## src/logic/calc_op_pkg.sv

```systemverilog
`default_nettype none

package calc_op_pkg;

	localparam int data_w  = 32;	// operand and result width
	localparam int shamt_w = 5;	// only these low bits of operand 2 shift

	typedef logic [data_w-1:0] data_t;

	// raw port code, unused values must still pass through to the decoder
	typedef logic [3:0] cmd_t;

	localparam cmd_t cmd_nop = 4'd0;
	localparam cmd_t cmd_add = 4'd1;
	localparam cmd_t cmd_sub = 4'd2;	// operand 1 minus operand 2
	localparam cmd_t cmd_shl = 4'd5;
	localparam cmd_t cmd_shr = 4'd6;

	typedef enum logic [1:0] {
		resp_none      = 2'd0,
		resp_ok        = 2'd1,
		resp_range_err = 2'd2,	// add overflow or sub underflow
		resp_bad_cmd   = 2'd3
	} resp_t;

	typedef enum logic [1:0] {
		op_add = 2'd0,
		op_sub = 2'd1,
		op_shl = 2'd2,
		op_shr = 2'd3
	} op_kind_t;

endpackage

`default_nettype wire

```

## src/logic/calc_port_pkg.sv

```systemverilog
`default_nettype none

package calc_port_pkg;

	localparam int num_ports  = 4;
	localparam int pipe_depth = 2;	// stages in each execution unit

	typedef logic [$clog2(num_ports)-1:0] port_idx_t;

endpackage

`default_nettype wire

```

## src/logic/calc_if.sv

```systemverilog
`timescale 1ns/1ns
`default_nettype none

// one per port, decode to execute
interface calc_req_if;

	logic                  valid;	// held until granted
	calc_op_pkg::op_kind_t kind;
	calc_op_pkg::data_t    op1;
	calc_op_pkg::data_t    op2;
	logic                  grant;	// same-cycle accept

	modport request (
		output valid, kind, op1, op2,
		input  grant
	);

	modport execute (
		input  valid, kind, op1, op2,
		output grant
	);

endinterface

// one per unit, single-cycle completion pulse
interface calc_done_if;

	logic                     valid;
	calc_port_pkg::port_idx_t port;	// port that issued the request
	calc_op_pkg::resp_t       resp;
	calc_op_pkg::data_t       data;

	modport source (output valid, port, resp, data);

	modport sink (input valid, port, resp, data);

endinterface

`default_nettype wire

```

## src/logic/calc_alu_addsub.sv

```systemverilog
`timescale 1ns/1ns
`default_nettype none

module calc_alu_addsub (
	input  wire logic                     c_clk,
	input  wire logic                     rst,
	input  wire logic                     in_valid,
	input  wire calc_port_pkg::port_idx_t in_port,
	input  wire logic                     in_sub,
	input  wire calc_op_pkg::data_t       op1,
	input  wire calc_op_pkg::data_t       op2,
	calc_done_if.source                   done
);

	logic                        s1_valid;
	calc_port_pkg::port_idx_t    s1_port;
	logic [calc_op_pkg::data_w:0] s1_sum;	// top bit is carry on add, borrow on sub

	always_ff @(posedge c_clk) begin
		if (rst) begin
			s1_valid   <= 1'b0;
			done.valid <= 1'b0;
		end else begin
			s1_valid   <= in_valid;
			done.valid <= s1_valid;
		end
	end

	always_ff @(posedge c_clk) begin
		s1_port <= in_port;
		if (in_sub) begin
			s1_sum <= {1'b0, op1} - {1'b0, op2};	// borrow set when op2 > op1
		end else begin
			s1_sum <= {1'b0, op1} + {1'b0, op2};
		end

		done.port <= s1_port;
		if (s1_sum[calc_op_pkg::data_w]) begin
			done.resp <= calc_op_pkg::resp_range_err;
			done.data <= '0;
		end else begin
			done.resp <= calc_op_pkg::resp_ok;
			done.data <= s1_sum[calc_op_pkg::data_w-1:0];
		end
	end

endmodule

`default_nettype wire

```

## src/logic/calc_alu_shift.sv

```systemverilog
`timescale 1ns/1ns
`default_nettype none

module calc_alu_shift (
	input  wire logic                     c_clk,
	input  wire logic                     rst,
	input  wire logic                     in_valid,
	input  wire calc_port_pkg::port_idx_t in_port,
	input  wire logic                     in_left,
	input  wire calc_op_pkg::data_t       op1,
	input  wire calc_op_pkg::data_t       op2,
	calc_done_if.source                   done
);

	logic                           s1_valid;
	calc_port_pkg::port_idx_t       s1_port;
	logic                           s1_left;
	calc_op_pkg::data_t             s1_val;
	logic [calc_op_pkg::shamt_w-1:0] s1_amt;

	always_ff @(posedge c_clk) begin
		if (rst) begin
			s1_valid   <= 1'b0;
			done.valid <= 1'b0;
		end else begin
			s1_valid   <= in_valid;
			done.valid <= s1_valid;
		end
	end

	always_ff @(posedge c_clk) begin
		s1_port <= in_port;
		s1_left <= in_left;
		s1_val  <= op1;
		s1_amt  <= op2[calc_op_pkg::shamt_w-1:0];	// upper bits ignored

		done.port <= s1_port;
		done.resp <= calc_op_pkg::resp_ok;	// a shift cannot fail
		if (s1_left) begin
			done.data <= s1_val << s1_amt;
		end else begin
			done.data <= s1_val >> s1_amt;	// logical, zero fill
		end
	end

endmodule

`default_nettype wire

```

## src/logic/calc_arbiter.sv

```systemverilog
`timescale 1ns/1ns
`default_nettype none

module calc_arbiter (
	input  wire logic                                c_clk,
	input  wire logic                                rst,
	input  wire logic [calc_port_pkg::num_ports-1:0] request,
	output logic [calc_port_pkg::num_ports-1:0]      grant
);

	calc_port_pkg::port_idx_t prio;	// port with highest priority this cycle
	calc_port_pkg::port_idx_t winner;

	// walk from the far end so the nearest requester after prio wins
	always_comb begin
		grant  = '0;
		winner = prio;
		for (int k = calc_port_pkg::num_ports - 1; k >= 0; k--) begin
			calc_port_pkg::port_idx_t idx;
			idx = calc_port_pkg::port_idx_t'((int'(prio) + k) % calc_port_pkg::num_ports);
			if (request[idx]) winner = idx;
		end
		if (|request) grant[winner] = 1'b1;
	end

	always_ff @(posedge c_clk) begin
		if (rst) begin
			prio <= '0;
		end else if (|request) begin
			prio <= calc_port_pkg::port_idx_t'((int'(winner) + 1) % calc_port_pkg::num_ports);
		end
	end

	a_grant_legal: assert property (@(posedge c_clk) disable iff (rst)
		$onehot0(grant) && ((grant & ~request) == '0));

endmodule

`default_nettype wire

```

## src/logic/calc_execute.sv

```systemverilog
`timescale 1ns/1ns
`default_nettype none

module calc_execute (
	input  wire logic c_clk,
	input  wire logic rst,
	calc_req_if.execute req [calc_port_pkg::num_ports],
	calc_done_if.source addsub_done,
	calc_done_if.source shift_done
);

	logic [calc_port_pkg::num_ports-1:0] as_req, sh_req;
	logic [calc_port_pkg::num_ports-1:0] as_grant, sh_grant;
	calc_op_pkg::op_kind_t               kind [calc_port_pkg::num_ports];
	calc_op_pkg::data_t                  op1 [calc_port_pkg::num_ports];
	calc_op_pkg::data_t                  op2 [calc_port_pkg::num_ports];
	calc_port_pkg::port_idx_t            as_port, sh_port;

	for (genvar i = 0; i < calc_port_pkg::num_ports; i++) begin : g_port
		assign kind[i]   = req[i].kind;
		assign op1[i]    = req[i].op1;
		assign op2[i]    = req[i].op2;
		assign as_req[i] = req[i].valid &&
			(req[i].kind == calc_op_pkg::op_add || req[i].kind == calc_op_pkg::op_sub);
		assign sh_req[i] = req[i].valid &&
			(req[i].kind == calc_op_pkg::op_shl || req[i].kind == calc_op_pkg::op_shr);
		assign req[i].grant = as_grant[i] | sh_grant[i];	// a port asks one unit only
	end

	calc_arbiter u_arb_addsub (.c_clk, .rst, .request(as_req), .grant(as_grant));
	calc_arbiter u_arb_shift (.c_clk, .rst, .request(sh_req), .grant(sh_grant));

	// one-hot grant to port index
	always_comb begin
		as_port = '0;
		sh_port = '0;
		for (int j = 0; j < calc_port_pkg::num_ports; j++) begin
			if (as_grant[j]) as_port = calc_port_pkg::port_idx_t'(j);
			if (sh_grant[j]) sh_port = calc_port_pkg::port_idx_t'(j);
		end
	end

	calc_alu_addsub u_addsub (
		.c_clk, .rst,
		.in_valid (|as_grant),
		.in_port  (as_port),
		.in_sub   (kind[as_port] == calc_op_pkg::op_sub),
		.op1      (op1[as_port]),
		.op2      (op2[as_port]),
		.done     (addsub_done)
	);

	calc_alu_shift u_shift (
		.c_clk, .rst,
		.in_valid (|sh_grant),
		.in_port  (sh_port),
		.in_left  (kind[sh_port] == calc_op_pkg::op_shl),
		.op1      (op1[sh_port]),
		.op2      (op2[sh_port]),
		.done     (shift_done)
	);

endmodule

`default_nettype wire

```

## src/logic/calc_port_decode.sv

```systemverilog
`timescale 1ns/1ns
`default_nettype none

module calc_port_decode (
	input  wire logic               c_clk,
	input  wire logic               rst,
	input  wire calc_op_pkg::cmd_t  cmd,
	input  wire calc_op_pkg::data_t data,
	calc_req_if.request             req,
	output logic                    bad_cmd
);

	typedef enum logic [1:0] {
		st_idle,	// waiting for a command
		st_op2,	// command and operand 1 held, operand 2 due
		st_req	// request raised until granted
	} state_t;

	state_t state;
	logic   bad_q;	// captured command has no operation

	always_ff @(posedge c_clk) begin
		if (rst) begin
			state   <= st_idle;
			bad_cmd <= 1'b0;
		end else begin
			bad_cmd <= 1'b0;	// strobe lasts one cycle
			case (state)
				st_idle: begin
					if (cmd != calc_op_pkg::cmd_nop) state <= st_op2;
				end
				st_op2: begin
					if (bad_q) begin
						bad_cmd <= 1'b1;
						state   <= st_idle;	// nothing to execute
					end else begin
						state <= st_req;
					end
				end
				st_req: begin
					if (req.grant) state <= st_idle;
				end
				default: state <= st_idle;
			endcase
		end
	end

	// capture registers, loaded in whichever state owns them
	always_ff @(posedge c_clk) begin
		if (state == st_idle) begin
			req.op1 <= data;
			bad_q   <= 1'b0;
			case (cmd)
				calc_op_pkg::cmd_add: req.kind <= calc_op_pkg::op_add;
				calc_op_pkg::cmd_sub: req.kind <= calc_op_pkg::op_sub;
				calc_op_pkg::cmd_shl: req.kind <= calc_op_pkg::op_shl;
				calc_op_pkg::cmd_shr: req.kind <= calc_op_pkg::op_shr;
				default: begin
					req.kind <= calc_op_pkg::op_add;
					bad_q    <= 1'b1;
				end
			endcase
		end
		if (state == st_op2) req.op2 <= data;
	end

	assign req.valid = (state == st_req);

	// the port may only start a command from idle
	a_one_outstanding: assert property (@(posedge c_clk) disable iff (rst)
		(cmd != calc_op_pkg::cmd_nop) |-> (state == st_idle));

endmodule

`default_nettype wire

```

## src/logic/calc_result.sv

```systemverilog
`timescale 1ns/1ns
`default_nettype none

module calc_result (
	input  wire logic                                c_clk,
	input  wire logic                                rst,
	calc_done_if.sink                                addsub_done,
	calc_done_if.sink                                shift_done,
	input  wire logic [calc_port_pkg::num_ports-1:0] bad_cmd,
	output calc_op_pkg::resp_t                       resp [calc_port_pkg::num_ports],
	output calc_op_pkg::data_t                       data [calc_port_pkg::num_ports]
);

	for (genvar p = 0; p < calc_port_pkg::num_ports; p++) begin : g_port
		logic as_hit, sh_hit;

		assign as_hit = addsub_done.valid && (addsub_done.port == calc_port_pkg::port_idx_t'(p));
		assign sh_hit = shift_done.valid && (shift_done.port == calc_port_pkg::port_idx_t'(p));

		// response shows for one cycle, then back to none
		always_ff @(posedge c_clk) begin
			if (rst) begin
				resp[p] <= calc_op_pkg::resp_none;
			end else if (as_hit) begin
				resp[p] <= addsub_done.resp;
			end else if (sh_hit) begin
				resp[p] <= shift_done.resp;
			end else if (bad_cmd[p]) begin
				resp[p] <= calc_op_pkg::resp_bad_cmd;
			end else begin
				resp[p] <= calc_op_pkg::resp_none;
			end
		end

		always_ff @(posedge c_clk) begin
			if (as_hit) begin
				data[p] <= addsub_done.data;
			end else if (sh_hit) begin
				data[p] <= shift_done.data;
			end else if (bad_cmd[p]) begin
				data[p] <= '0;	// invalid command carries zero data
			end
		end

		// one outstanding command per port means at most one source per cycle
		a_single_source: assert property (@(posedge c_clk) disable iff (rst)
			$onehot0({as_hit, sh_hit, bad_cmd[p]}));
	end

endmodule

`default_nettype wire

```

## src/logic/calc_top.sv

```systemverilog
`timescale 1ns/1ns
`default_nettype none

module calc_top (
	input  wire logic               c_clk,
	input  wire logic               rst,
	input  wire calc_op_pkg::cmd_t  req1_cmd,
	input  wire calc_op_pkg::cmd_t  req2_cmd,
	input  wire calc_op_pkg::cmd_t  req3_cmd,
	input  wire calc_op_pkg::cmd_t  req4_cmd,
	input  wire calc_op_pkg::data_t req1_data,
	input  wire calc_op_pkg::data_t req2_data,
	input  wire calc_op_pkg::data_t req3_data,
	input  wire calc_op_pkg::data_t req4_data,
	output calc_op_pkg::resp_t      out_resp1,
	output calc_op_pkg::resp_t      out_resp2,
	output calc_op_pkg::resp_t      out_resp3,
	output calc_op_pkg::resp_t      out_resp4,
	output calc_op_pkg::data_t      out_data1,
	output calc_op_pkg::data_t      out_data2,
	output calc_op_pkg::data_t      out_data3,
	output calc_op_pkg::data_t      out_data4
);

	calc_op_pkg::cmd_t                   cmd [calc_port_pkg::num_ports];
	calc_op_pkg::data_t                  din [calc_port_pkg::num_ports];
	calc_op_pkg::resp_t                  resp [calc_port_pkg::num_ports];
	calc_op_pkg::data_t                  dout [calc_port_pkg::num_ports];
	logic [calc_port_pkg::num_ports-1:0] bad_cmd;

	calc_req_if  req_bus [calc_port_pkg::num_ports] ();
	calc_done_if addsub_done ();
	calc_done_if shift_done ();

	assign cmd = '{req1_cmd, req2_cmd, req3_cmd, req4_cmd};
	assign din = '{req1_data, req2_data, req3_data, req4_data};

	for (genvar i = 0; i < calc_port_pkg::num_ports; i++) begin : g_port
		calc_port_decode u_decode (
			.c_clk, .rst,
			.cmd     (cmd[i]),
			.data    (din[i]),
			.req     (req_bus[i]),
			.bad_cmd (bad_cmd[i])
		);
	end

	calc_execute u_execute (.c_clk, .rst, .req(req_bus), .addsub_done, .shift_done);

	calc_result u_result (.c_clk, .rst, .addsub_done, .shift_done, .bad_cmd,
		.resp(resp), .data(dout));

	assign out_resp1 = resp[0];
	assign out_resp2 = resp[1];
	assign out_resp3 = resp[2];
	assign out_resp4 = resp[3];
	assign out_data1 = dout[0];
	assign out_data2 = dout[1];
	assign out_data3 = dout[2];
	assign out_data4 = dout[3];

endmodule

`default_nettype wire

```

## config.mk

```make
export PLATFORM = sky130hd
export DESIGN_NAME = calc_top
export DESIGN_NICKNAME = d
export VERILOG_FILES = /design/src/logic/calc_op_pkg.sv /design/src/logic/calc_port_pkg.sv /design/src/logic/calc_if.sv /design/src/logic/calc_alu_addsub.sv /design/src/logic/calc_alu_shift.sv /design/src/logic/calc_arbiter.sv /design/src/logic/calc_execute.sv /design/src/logic/calc_port_decode.sv /design/src/logic/calc_result.sv /design/src/logic/calc_top.sv
export SDC_FILE = /design/constraint.sdc
export NUM_CORES = 1
export LEC_CHECK = 0
export BUFFER_PORTS_ARGS = -buffer_cell sky130_fd_sc_hd__buf_2
export CAP_MARGIN = 20
export CORE_ASPECT_RATIO = 1.25
export CORE_MARGIN = 4
export CORE_UTILIZATION = 57
export DETAILED_ROUTE_END_ITERATION = 10
export GPL_TIMING_DRIVEN = 0
export PLACE_DENSITY = 0.78
export SLEW_MARGIN = 20
export SYNTH_ARGS = -nofsm -noshare
export SYNTH_HDL_FRONTEND = slang
export SYNTH_SLANG_ARGS = --single-unit
```

## constraint.sdc

```tcl
create_clock -name c_clk -period 7 [get_ports c_clk]
set_input_delay 0.7 -clock c_clk [delete_from_list [all_inputs] [get_ports c_clk]]
set_output_delay 0.7 -clock c_clk [all_outputs]
set_load 0.01 [all_outputs]
```

; Word-level counts from Yosys, hierarchy flattened
; Cells that the tools add are included.
[word_totals]
register_bits = 569
output_inout_bits = 136
wordCells = 306
inputBits = 146
[op_classes]
n_addsub = 10
n_shift = 2
eq_ne = 52
reduce_logical = 60
bitwise_logic = 10
n_mux = 109
magnitude_cmp = 14
[op_table]
columns = op, count
row1 = $mux W32, 19
row2 = $bmux W32 S2, 4
row3 = $mux W2, 41
row4 = $pmux W2 S3, 8
row5 = $eq A2 B2 Y1 const B, 17
row6 = $add A32 B32 Y33, 1
row7 = $mux W33, 1
row8 = $sub A32 B32 Y33, 1
row9 = $eq A4 B3 Y1 const B, 8
row10 = $reduce_or A4 Y1, 8
row11 = $shl A32 B5 Y32, 1
row12 = $shr A32 B5 Y32, 1
row13 = $lt A2 B3 Y1 const B, 10
row14 = $eq A2 B1 Y1 const B, 11
row15 = $logic_not A2 Y1, 10
row16 = $mux W1, 20
row17 = $logic_and A1 B1 Y1, 18
row18 = $bmux W1 S2, 8
row19 = $eq A4 B1 Y1 const B, 4
row20 = $eq A4 B2 Y1 const B, 4
row21 = $reduce_bool A4 Y1, 4
row22 = $reduce_bool A3 Y1, 4
row23 = $mux W5, 2
row24 = $add A2 B1 Y2 const B, 4
row25 = 14 further kinds, 48

; Logic depth before layout (Yosys ltp)
; Gate-level depths: netlist of the first run.
[depth]
word_depth = 23
ltp_mapped = 24
mapped_depth_nobuf = 21

; Cells and area by module
; A second synthesis of the first run with hierarchy kept.
[unflattened]
cells_unflattened = 2358
area_unflattened_um2 = 28439.8
[by_module_without_submodules]
columns = module, cells_per_inst, area_each_um2, seq_area_each_um2, n_inst
row1 = calc_port_decode, 84, 2159.6, 2072.0, 4
row2 = calc_result, 335, 5581.6, 4003.8, 1
row3 = calc_alu_shift, 510, 5002.3, 1521.5, 1
row4 = calc_execute, 606, 4369.2, 0.0, 1
row5 = calc_alu_addsub, 491, 4282.9, 1461.4, 1
row6 = calc_arbiter (u_execute.u_arb_addsub), 41, 286.5, 40.0, 1
row7 = calc_arbiter (u_execute.u_arb_shift), 39, 279.0, 40.0, 1

; Worst setup path before layout of the first run
; OpenSTA, ideal clock, no wires.
[synth_path]
path_type = reg2reg
start = register g_port[2].u_decode.req.kind[1]
end = register u_execute.u_addsub.s1_sum[24] (netlist name)
setup_time_ns = 0.072
setup_slack_ns = 1.971
t_arrival_ns = 4.957
n_path_buf = 1
required_time_ns = 6.928
path_stages_with_launch = 22
synth_period_minus_slack_ns = 5.029
path_cell_list = edfxtp_1 -> or3b_4 -> o311ai_4 -> clkbuf_1 -> and3_1 -> a211oi_1 -> or2_2 -> ha_1 -> nand4_1 -> nor2_1 -> a21oi_1 -> xor2_1 -> ha_1 -> o21ai_0 -> nor2_1 -> a311o_1 -> o31a_1 -> a21bo_2 -> a211oi_1 -> o21bai_1 -> a21oi_1 -> xnor2_1
[synth_via]
elab_chain_len = 23
word_cells_on_any_way = 40
classes_between = add/sub: 2 / order compare: 2 / eq/ne: 2 / mux: 28 / bitwise: 1 / reduce/logical: 5
[synth_rtl]
columns = element, line_no
row1 = from (decl), calc_if.sv:14  ; output valid, kind, op1, op2,
row2 = from (signal assigned), calc_port_decode.sv:54  ; calc_op_pkg::cmd_add: req.kind <= calc_op_pkg::op_add;
row3 = from (signal assigned), calc_port_decode.sv:55  ; calc_op_pkg::cmd_sub: req.kind <= calc_op_pkg::op_sub;
row4 = from (signal assigned), calc_port_decode.sv:56  ; calc_op_pkg::cmd_shl: req.kind <= calc_op_pkg::op_shl;
row5 = $eq A2 B1 Y1 or $logic_not A2 Y1 (tied branches), calc_execute.sv:24  ; (req[i].kind == calc_op_pkg::op_add || req[i].kind == calc_op_pkg::op_sub);
row6 = $logic_or A1 B1 Y1, calc_execute.sv:24
row7 = $logic_and A1 B1 Y1, calc_execute.sv:23  ; assign as_req[i] = req[i].valid &&
row8 = $bmux W1 S2, calc_arbiter.sv:21  ; if (request[idx]) winner = idx;
row9 = $mux W1 (implied by the code), calc_arbiter.sv:21
row10 = $mux W2 (4 in series), calc_arbiter.sv:21
row11 = $lt A2 B3 Y1 (implied by the code) or $ge A2 B1 Y1 (tied branches), calc_arbiter.sv:23  ; if (|request) grant[winner] = 1'b1;
row12 = $logic_and A1 B1 Y1 (implied by the code), calc_arbiter.sv:23
row13 = [... 2 more ...], -
row14 = $mux W4, calc_arbiter.sv:23
row15 = $mux W1, calc_execute.sv:38  ; if (as_grant[j]) as_port = calc_port_pkg::port_idx_t'(j);
row16 = $mux W2 (2 in series), calc_execute.sv:38
row17 = $not A2 Y3 (implied by the code), "calc_execute.sv:47, calc_execute.sv:48, calc_execute.sv:49"
row18 = $bmux W32 S2 (tied with other cells), calc_execute.sv:48  ; .op1 (op1[as_port]),
row19 = $mux W32 (implied by the code) (tied with other cells) (2 in series), calc_execute.sv:48
row20 = $add A32 B32 Y33 (tied with other cells), calc_alu_addsub.sv:34  ; s1_sum <= {1'b0, op1} + {1'b0, op2};
row21 = $mux W33 *, calc_alu_addsub.sv:31  ; if (in_sub) begin
row22 = to (signal assigned), calc_alu_addsub.sv:32  ; s1_sum <= {1'b0, op1} - {1'b0, op2};
row23 = to (signal assigned), calc_alu_addsub.sv:34
row24 = to (decl), calc_alu_addsub.sv:17  ; logic [calc_op_pkg::data_w:0] s1_sum;
; Mark *: on every way between the ends. The rest lies on a longest branch, timed or not. The select of a mux whose other input is x is not followed.
; A chain may end at the register's enable or synchronous reset.

; Final worst setup path of the first run
[layout_path]
start = register g_port[1].u_decode.state[0]
end = register u_execute.u_addsub.s1_sum[24] (netlist name)
[layout_via]
elab_chain_len = 22
word_cells_on_any_way = 38
classes_between = add/sub: 2 / order compare: 2 / eq/ne: 2 / mux: 28 / bitwise: 1 / reduce/logical: 3
[layout_rtl]
columns = element, line_no
row1 = from (decl), calc_port_decode.sv:19  ; state_t state;
row2 = from (signal assigned), calc_port_decode.sv:24  ; state <= st_idle;
row3 = from (signal assigned), calc_port_decode.sv:30  ; if (cmd != calc_op_pkg::cmd_nop) state <= st_op2;
row4 = from (signal assigned), calc_port_decode.sv:35  ; state <= st_idle;
row5 = $eq A2 B2 Y1 *, calc_port_decode.sv:67  ; assign req.valid = (state == st_req);
row6 = $logic_and A1 B1 Y1 *, calc_execute.sv:23
row7 = $bmux W1 S2, calc_arbiter.sv:21
row8 = $mux W1 (implied by the code), calc_arbiter.sv:21
row9 = $mux W2 (4 in series), calc_arbiter.sv:21
row10 = $lt A2 B3 Y1 (implied by the code) or $ge A2 B1 Y1 (tied branches), calc_arbiter.sv:23
row11 = $logic_and A1 B1 Y1 (implied by the code), calc_arbiter.sv:23
row12 = $mux W1 (implied by the code), calc_arbiter.sv:23
row13 = [... 2 more ...], -
row14 = $mux W1, calc_execute.sv:38
row15 = $mux W2, calc_execute.sv:38
row16 = $mux W2 *, calc_execute.sv:38
row17 = $not A2 Y3 (implied by the code) *, "calc_execute.sv:47, calc_execute.sv:48, calc_execute.sv:49"
row18 = $bmux W32 S2 (tied with other cells), calc_execute.sv:48
row19 = $mux W32 (implied by the code) (tied with other cells) (2 in series), calc_execute.sv:48
row20 = $add A32 B32 Y33 (tied with other cells), calc_alu_addsub.sv:34
row21 = $mux W33 *, calc_alu_addsub.sv:31
; Marks and branches as above.

==> impl_metrics.py, run 1 <==
metrics = {
    "outcome": {
        "status": "complete, but fails checks",
        "violations": "negative setup slack",
    },
    "global_route": {
        "grt.met3_usage_pct": 6.97,
        "grt_max_degree": 30,
        "grt_pass1_wl_um": 133000,
        "grt-ovfl-total": 0,
        "grt_pass1_vias": 21400,
        "met2_usage_pct": 60.1,
        "grt_usage_pct": 35.0,
        "use_met1_pct": 40.4,
        "antenna_found_initial": 5,
        "top_usage_layer": "met2",
    },
    "pwr": {
        "pwr-share-seq_pct": 44.1,
        "p_int_mw": 6.73,
        "power_frac_comb_pct": 26.2,
        "swShare_pct": 32.4,
        "clkPwrFrac_pct": 29.6,
        "powerDensity_nw_per_um2": 322,
        "peakVddDrop_uv": 280,
        "p_total_mw": 9.96,
        "power_switching_mw": 3.22,
        "leakage_nw": 12.3,
    },
    "setup_path": {
        "r2r_slack_ns": -0.04,
        "endpoint_kind": "flop",
        "cpMaxStageDelayCell": "clkbuf_1",
        "cp_top_family": "compound AO/OA/AOI/OAI gates",
        "cp_slowest_stage_delay_ns": 0.84,
        "required_ns": 7.44,
        "reg2reg_from": "g_port[1].u_decode.state[0]",
        "cp.arrival_ns": 7.48,
        "rr_endpoint": "u_execute.u_addsub.s1_sum[24]",
        "startpoint_type": "flop",
        "crit_fanout": 10,
        "crit_buf_inv": 2,
        "path_cells": "nor3b_2 > o21ai_1 > clkbuf_1 > clkbuf_1 > nand3_1 > nand3_1 > nand2_1 > ha_1 > nand4_1 > nor2_1 > a21oi_1 > xor2_1 > ha_1 > o21ai_1 > nor2_1 > a311o_1 > o31a_1 > a21bo_2 > a211oi_2 > o21bai_1 > a21oi_1 > xnor2_1",
        "reg2regPathDepth": 22,
        "worstSetupPathType": "flop to flop",
    },
    "worst_hold_path": {
        "hp-class": "input pin to flop",
        "hold_path_depth": 1,
        "holdPathEnd": "g_port[2].u_decode.req.op2[20]",
        "min-delay-start": "req3_data[20]",
    },
    "yosys": {
        "synth-seq-cells": 569,
        "ys_types": 81,
        "synth_cells": 2325,
        "async_reset_ff_share_pct": 0,
        "synth-edff-count": 396,
        "seq_area_frac_synth_pct": 58.2,
        "syn_avg_cell_area_sq_um": 11.4,
        "syn_area_sq_um": 26400,
        "ys_warn_count": 0,
        "synthFlopType": "edfxtp_1",
        "synth_nets": 2509,
    },
    "layout": {
        "syn2layout_area_growth_pct": 17.2,
        "layout_common_cells": "396 x edfxtp_1, 310 x nand2_1, 291 x buf_2",
        "multi_input_area_sq_um": 10400,
        "nNetsFinal": 2868,
        "final_util_pct": 68.0,
        "fin_area_sq_um": 30900,
        "fin_cells": 3306,
        "layout_commonest_cell": "edfxtp_1",
        "fill_cells": 3391,
        "register_area_sq_um": 15400,
        "drive_gt1_share_pct": 17.9,
    },
    "die": {
        "core_area_sq_um": 45500,
        "start_util_pct": 58.0,
        "die-area_sq_um": 49800,
        "die_w_um": 200,
        "die_y_um": 249,
        "rows": 87,
        "pin_count": 282,
    },
    "cts": {
        "cts_tree": "done",
        "h-tree-depth": 2,
        "clkLatencyLatePin_ns": 0.63,
        "clockRootBuffer": "clkbuf_16",
        "holdBufCountCts": 0,
        "cts_buffers": 53,
        "cts_num_sinks": 569,
        "ctsLongestPathBuffers": 3,
        "clk_pin_slew_worst_paths_ns": 0.07,
    },
    "routing": {
        "drt_iter0_drc": 2704,
        "vias_per_cell": 6.54,
        "drt_wl_total_um": 91000,
        "detail_route.wl_per_cell_um": 27.5,
        "drc_errors": 0,
        "postRouteAntennaNets": 0,
        "dr_total_vias": 21600,
        "dr.pass1.iters": 7,
    },
    "place": {
        "io_buffers": 280,
        "place_inst": 3202,
        "dpl.hpwl_um": 69200,
        "dpl_cell_area_sq_um": 29000,
        "place_congestion": 1.01,
    },
    "sta": {
        "hold_violations": 0,
        "setup_viol": 1,
        "drv_slew": 0,
        "timing.hold.ws_ns": 0.263,
        "fin_ws_ns": -0.0418,
        "post-route-period-util_pct": 101,
        "fmax_mhz": 142,
        "final.setup_skew_ns": 0.0420,
        "rsz0062_at_grt": "true",
        "worst_pin_slew_ns": 1.04,
        "post-route-min-period_ns": 7.04,
        "relSlewSlack_pct": 30.9,
    },
    "flow_run": {
        "maxCapViolCount": 0,
    },
}
cell usage after synthesis, types with 6 or more instances:
master / number / area (sq um)
inv_1: 27 / 101
and2_1: 50 / 313
nor4_1: 9 / 56.3
nor3b_1: 9 / 67.6
a22o_1: 128 / 1120
o21bai_1: 6 / 45.0
nand2b_1: 33 / 206
o22ai_1: 16 / 100
o211ai_1: 7 / 52.6
or3_1: 7 / 43.8
mux2_2: 13 / 146
buf_1: 19 / 71.3
ha_1: 37 / 463
o21ai_0: 111 / 556
xnor2_1: 18 / 158
dfxtp_1: 173 / 3460
a21boi_0: 7 / 52.6
a31oi_1: 89 / 557
a211oi_1: 61 / 458
nand2_1: 310 / 1160
a21o_1: 11 / 82.6
clkbuf_1: 117 / 439
edfxtp_1: 396 / 11900
o21ai_1: 6 / 30.0
buf_2: 15 / 75.1
nor2b_1: 55 / 344
and3_1: 55 / 344
a31o_2: 12 / 105
mux2i_1: 132 / 1320
mux4_2: 8 / 180
nand3_1: 62 / 310
xor2_1: 43 / 377
nor3_1: 24 / 120
a22oi_1: 8 / 60.1
nor2_1: 96 / 360
a21oi_1: 70 / 350
worst max-delay path by stage:
stage                                    from  slack (ns)  cells past startpoint                             to
3_5_place_dp      g_port[2].u_decode.state[1]       -0.61                     20  u_execute.u_addsub.s1_sum[24]
3_3_place_gp   g_port[2].u_decode.req.kind[1]       -0.81                     21  u_execute.u_addsub.s1_sum[30]
4_1_cts           g_port[3].u_decode.state[1]        0.02                     23  u_execute.u_addsub.s1_sum[30]
6_report          g_port[1].u_decode.state[0]       -0.04                     22  u_execute.u_addsub.s1_sum[24]
2_1_floorplan  g_port[2].u_decode.req.kind[1]        1.97                     21  u_execute.u_addsub.s1_sum[24]
5_1_grt           g_port[1].u_decode.state[0]       -0.01                     22  u_execute.u_addsub.s1_sum[24]
kinds of logic after synthesis:
| kind of cell | after synthesis | share of synthesized area (%) |
|---|---|---|
| XOR/XNOR | 61 | 2.02 |
| multiplexers | 153 | 6.24 |
| buffers and inverters | 188 | 2.83 |
| AO/OA/AOI/OAI | 576 | 15.2 |
| flip-flops | 569 | 58.2 |
| AND/OR/NAND/NOR | 740 | 13.7 |
| adder cells (fa/ha/maj) | 38 | 1.83 |
flip-flops by register name (all words and copies together), names as in the netlist, 4 cells and up:
register,count
g_port.u_decode.bad_q,4
g_port.u_decode.req.op1,128
u_result.resp,8
u_result.data,128
g_port.u_decode.req.op2,128
u_execute.u_shift.s1_amt,5
u_execute.u_shift.done.data,32
u_execute.u_addsub.done.data,32
u_execute.u_addsub.s1_sum,33
g_port.u_decode.state,8
u_execute.u_shift.s1_val,32
g_port.u_decode.req.kind,8
g_port.u_decode.bad_cmd,4
area by class of cell:
class	instances	area share [%]
sequential	569	49.6
multi-input combinational	1568	33.7
timing repair buffer	305	6.03
clock buffer	69	4.88
tap	578	2.34
buffer	154	2.08
clock inverter	29	0.934
inverter	33	0.408
antenna	1	0.00809
metal layers:
layer	wire length, um	share of wire [%]	vias to the layer above
met3	9260	10	413
li1	-	-	9418
met5	34	0.037	-
met2	44300	49	1582
met4	6450	7.1	6
met1	31000	34	10200
worst reg2reg max path, stage by stage (launching register included):
cell      delay, ns
dfxtp_1        0.50
nor3b_2        0.15
o21ai_1        0.36
clkbuf_1       0.60
clkbuf_1       0.84
nand3_1        0.17
nand3_1        0.20
nand2_1        0.08
ha_1           0.25
nand4_1        0.28
nor2_1         0.11
a21oi_1        0.24
xor2_1         0.19
ha_1           0.30
o21ai_1        0.46
nor2_1         0.10
a311o_1        0.42
o31a_1         0.32
a21bo_2        0.26
a211oi_2       0.38
o21bai_1       0.16
a21oi_1        0.21
xnor2_1        0.26
what timing repair did:
action                     4_1_cts  5_1_grt
buffers inserted                 0        5
pin swaps                        1        3
gates resized for setup         11       19
setup endpoints to repair       12        8
power by group through the flow:
| stage | clock, mW | sequential, mW | combinational (mW) |
|---|---|---|---|
| 6_report | 2.95 | 4.39 | 2.61 |
| 5_1_grt | 3.11 | 4.43 | 2.76 |
| 4_1_cts | 2.97 | 4.38 | 2.52 |
| 3_5_place_dp | 0 | 4.45 | 2.50 |
| 3_3_place_gp | 0 | 4.44 | 2.40 |
| 2_1_floorplan | 0 | 4.36 | 1.55 |
through the flow:
stage / TNS, ns / setup slack [ns]
after floorplan: 0 / 1.97
after global placement: -4.34 / -0.807
after detailed placement: -3.82 / -0.613
after CTS: 0 / 0.0243
after global routing: -0.0179 / -0.0102
final: -0.0418 / -0.0418
Note: power is estimated with default switching activity, not from simulation.
==> inputs of run 2 (changes only) <==
PLACE_DENSITY = 0.77   (was 0.78)
SYNTH_HIERARCHICAL = 1   (was unset)
==> impl_metrics.py, run 2 <==
metrics = {
    "routing": {
        "drt_iter0_drc": 2279,
        "dr.pass1.iters": 5,
        "postRouteAntennaNets": 0,
        "dr_total_vias": 20500,
        "drc_errors": 0,
        "vias_per_cell": 6.27,
        "detail_route.wl_per_cell_um": 26.4,
        "drt_wl_total_um": 86400,
    },
    "pwr": {
        "leakage_nw": 12.0,
        "peakVddDrop_uv": 278,
        "p_total_mw": 10.0,
        "p_int_mw": 6.88,
        "power_frac_comb_pct": 25.0,
        "power_switching_mw": 3.12,
        "pwr-share-seq_pct": 44.9,
        "swShare_pct": 31.2,
        "powerDensity_nw_per_um2": 313,
        "clkPwrFrac_pct": 30.1,
    },
    "cts": {
        "cts_num_sinks": 569,
        "cts_tree": "done",
        "h-tree-depth": 2,
        "clk_pin_slew_worst_paths_ns": 0.06,
        "cts_buffers": 52,
        "clkLatencyLatePin_ns": 0.61,
        "clockRootBuffer": "clkbuf_16",
        "ctsLongestPathBuffers": 3,
        "post_cts_buffers": 0,
    },
    "setup_path": {
        "endpoint_kind": "flop",
        "cp_slowest_stage_delay_ns": 0.57,
        "path_depth": 24,
        "worstSetupPathType": "flop to flop",
        "crit_buf_inv": 2,
        "cpMaxStageDelayCell": "a21boi_0",
        "cp.arrival_ns": 7.19,
        "required_ns": 7.52,
        "crit_fanout": 10,
        "cp_top_family": "simple AND/OR/NAND/NOR gates",
        "reg2reg_from": "g_port[1].u_decode/state[1]",
        "reg2regPathDepth": 24,
        "startpoint_type": "flop",
        "path_cells": "and2b_1 > nor2b_1 > nor2_1 > o21bai_1 > a21oi_4 > buf_2 > buf_2 > nand2_1 > o21ai_0 > mux2_2 > nor3_1 > and2_1 > nand3_1 > nor3_1 > nor2_1 > xnor2_1 > ha_1 > and4_1 > nand2_1 > a2111o_1 > a21boi_0 > a21oi_1 > a22oi_1 > xor2_1",
        "crit_path_start": "g_port[1].u_decode/state[1]",
    },
    "sta": {
        "drv_slew": 0,
        "relSlewSlack_pct": 38.5,
        "setup_viol": 0,
        "post-route-period-util_pct": 95.2,
        "rsz0062_at_grt": "false",
        "post-route-min-period_ns": 6.67,
        "hold_violations": 0,
        "worst_pin_slew_ns": 0.920,
        "final.setup_skew_ns": 0.0198,
        "fmax_mhz": 150,
        "setup-tns-final_ns": 0,
    },
    "flow_run": {
        "maxCapViolCount": 0,
    },
    "die": {
        "start_util_pct": 58.1,
        "die_y_um": 254,
        "die_w_um": 205,
        "die-area_sq_um": 52000,
        "core_area_sq_um": 47500,
        "rows": 89,
        "pin_count": 282,
    },
    "worst_hold_path": {
        "min-delay-start": "req2_data[9]",
        "hp-class": "input pin to flop",
        "hold_path_depth": 1,
    },
    "yosys": {
        "syn_avg_cell_area_sq_um": 12.3,
        "synth_nets": 2426,
        "synth_cells": 2246,
        "ys_warn_count": 6,
        "syn_area_sq_um": 27600,
    },
    "layout": {
        "antenna_cells": 0,
        "multi_input_area_sq_um": 11300,
        "layout_common_cells": "396 x edfxtp_1, 344 x buf_2, 202 x nand2_1",
        "nNetsFinal": 2774,
        "largestRegisters": "g_port.u_decode/req.op1 (128), g_port.u_decode/req.op2 (128), u_result/data (128)",
        "register_area_sq_um": 15400,
        "syn2layout_area_growth_pct": 15.9,
        "layout_commonest_cell": "edfxtp_1",
        "fill_cells": 3532,
        "fin_cells": 3272,
        "drive_gt1_share_pct": 25.5,
    },
    "place": {
        "io_buffers": 281,
        "place_inst": 3177,
        "dpl.hpwl_um": 67800,
        "place_congestion": 1.03,
    },
    "global_route": {
        "grt_usage_pct": 32.4,
        "antenna_found_initial": 0,
        "grt_pass1_vias": 20200,
        "grt_max_degree": 31,
        "grt_pass1_wl_um": 127000,
        "grt-ovfl-total": 0,
    },
    "outcome": {
        "status": "finished, final reports clean",
    },
}
==> run 2: cell count changes in the layout (fill, tap and decap cells not counted), sizes merged, moves of 39 or more <==
cell	before	now
mux2	13	128
nand2	311	202
a31oi	89	11
clkbuf	192	119
buf	336	394
a211oi	61	13
and3	55	7
nor2	96	135
==> run 2: path summary, 6_finish.rpt <==
| kind | slack [ns] | to |
|---|---|---|
| setup / recovery | 0.33 | u_execute/u_addsub/s1_sum[31] |
| hold / removal | 0.28 | g_port[1].u_decode/req.op2[9] |
| setup reg to reg | 0.33 | u_execute/u_addsub/s1_sum[31] |
| hold reg to reg | 0.33 | u_execute/u_shift/done.port[0] |
==> run 2: final cells by class <==
class | count | share of cell area [%]
Buffer | 156 | 2.73
Clock buffer | 63 | 4.46
Clock inverter | 32 | 1.26
Inverter | 29 | 0.340
Multi-Input combinational cell | 1492 | 35.4
Sequential cell | 569 | 48.0
Tap cell | 637 | 2.49
Timing Repair Buffer | 294 | 5.33
==> run 2: timing repair <==
item                                    4_1_cts  5_1_grt
endpoints found under the setup margin        0       12
resized for setup                             0        4
hold buffers                                  0        0
==> run 2: layer usage <==
layer  share of wire, %  vias up  global-route usage (%)
li1                   -     9185                       -
met1                 37     9913                    39.1
met2                 49     1170                    56.4
met3                7.5      243                    4.74
met4                6.4        0                    17.2
met5                  0        -                       0
==> run 2: power groups by stage <==
stage / registers (mW) / logic [mW] / clock network [mW]
3_3_place_gp: 4.52 / 2.37 / 0
3_5_place_dp: 4.54 / 2.43 / 0
5_1_grt: 4.53 / 2.66 / 3.18
4_1_cts: 4.47 / 2.45 / 3.05
2_1_floorplan: 4.41 / 1.61 / 0
6_report: 4.49 / 2.50 / 3.01
==> run 2: through the flow <==
step	utilization (%)	instance area (sq um)	worst slack (ns)	hold slack [ns]
2_1_floorplan	-	27600	1.88	0.310
5_1_grt	67.3	32000	0.0708	0.262
4_1_cts	67.3	32000	0.217	0.255
3_3_place_gp	62.7	29800	0.395	0.317
6_report	67.3	32000	0.333	0.281
3_5_place_dp	63.4	30200	0.258	0.322
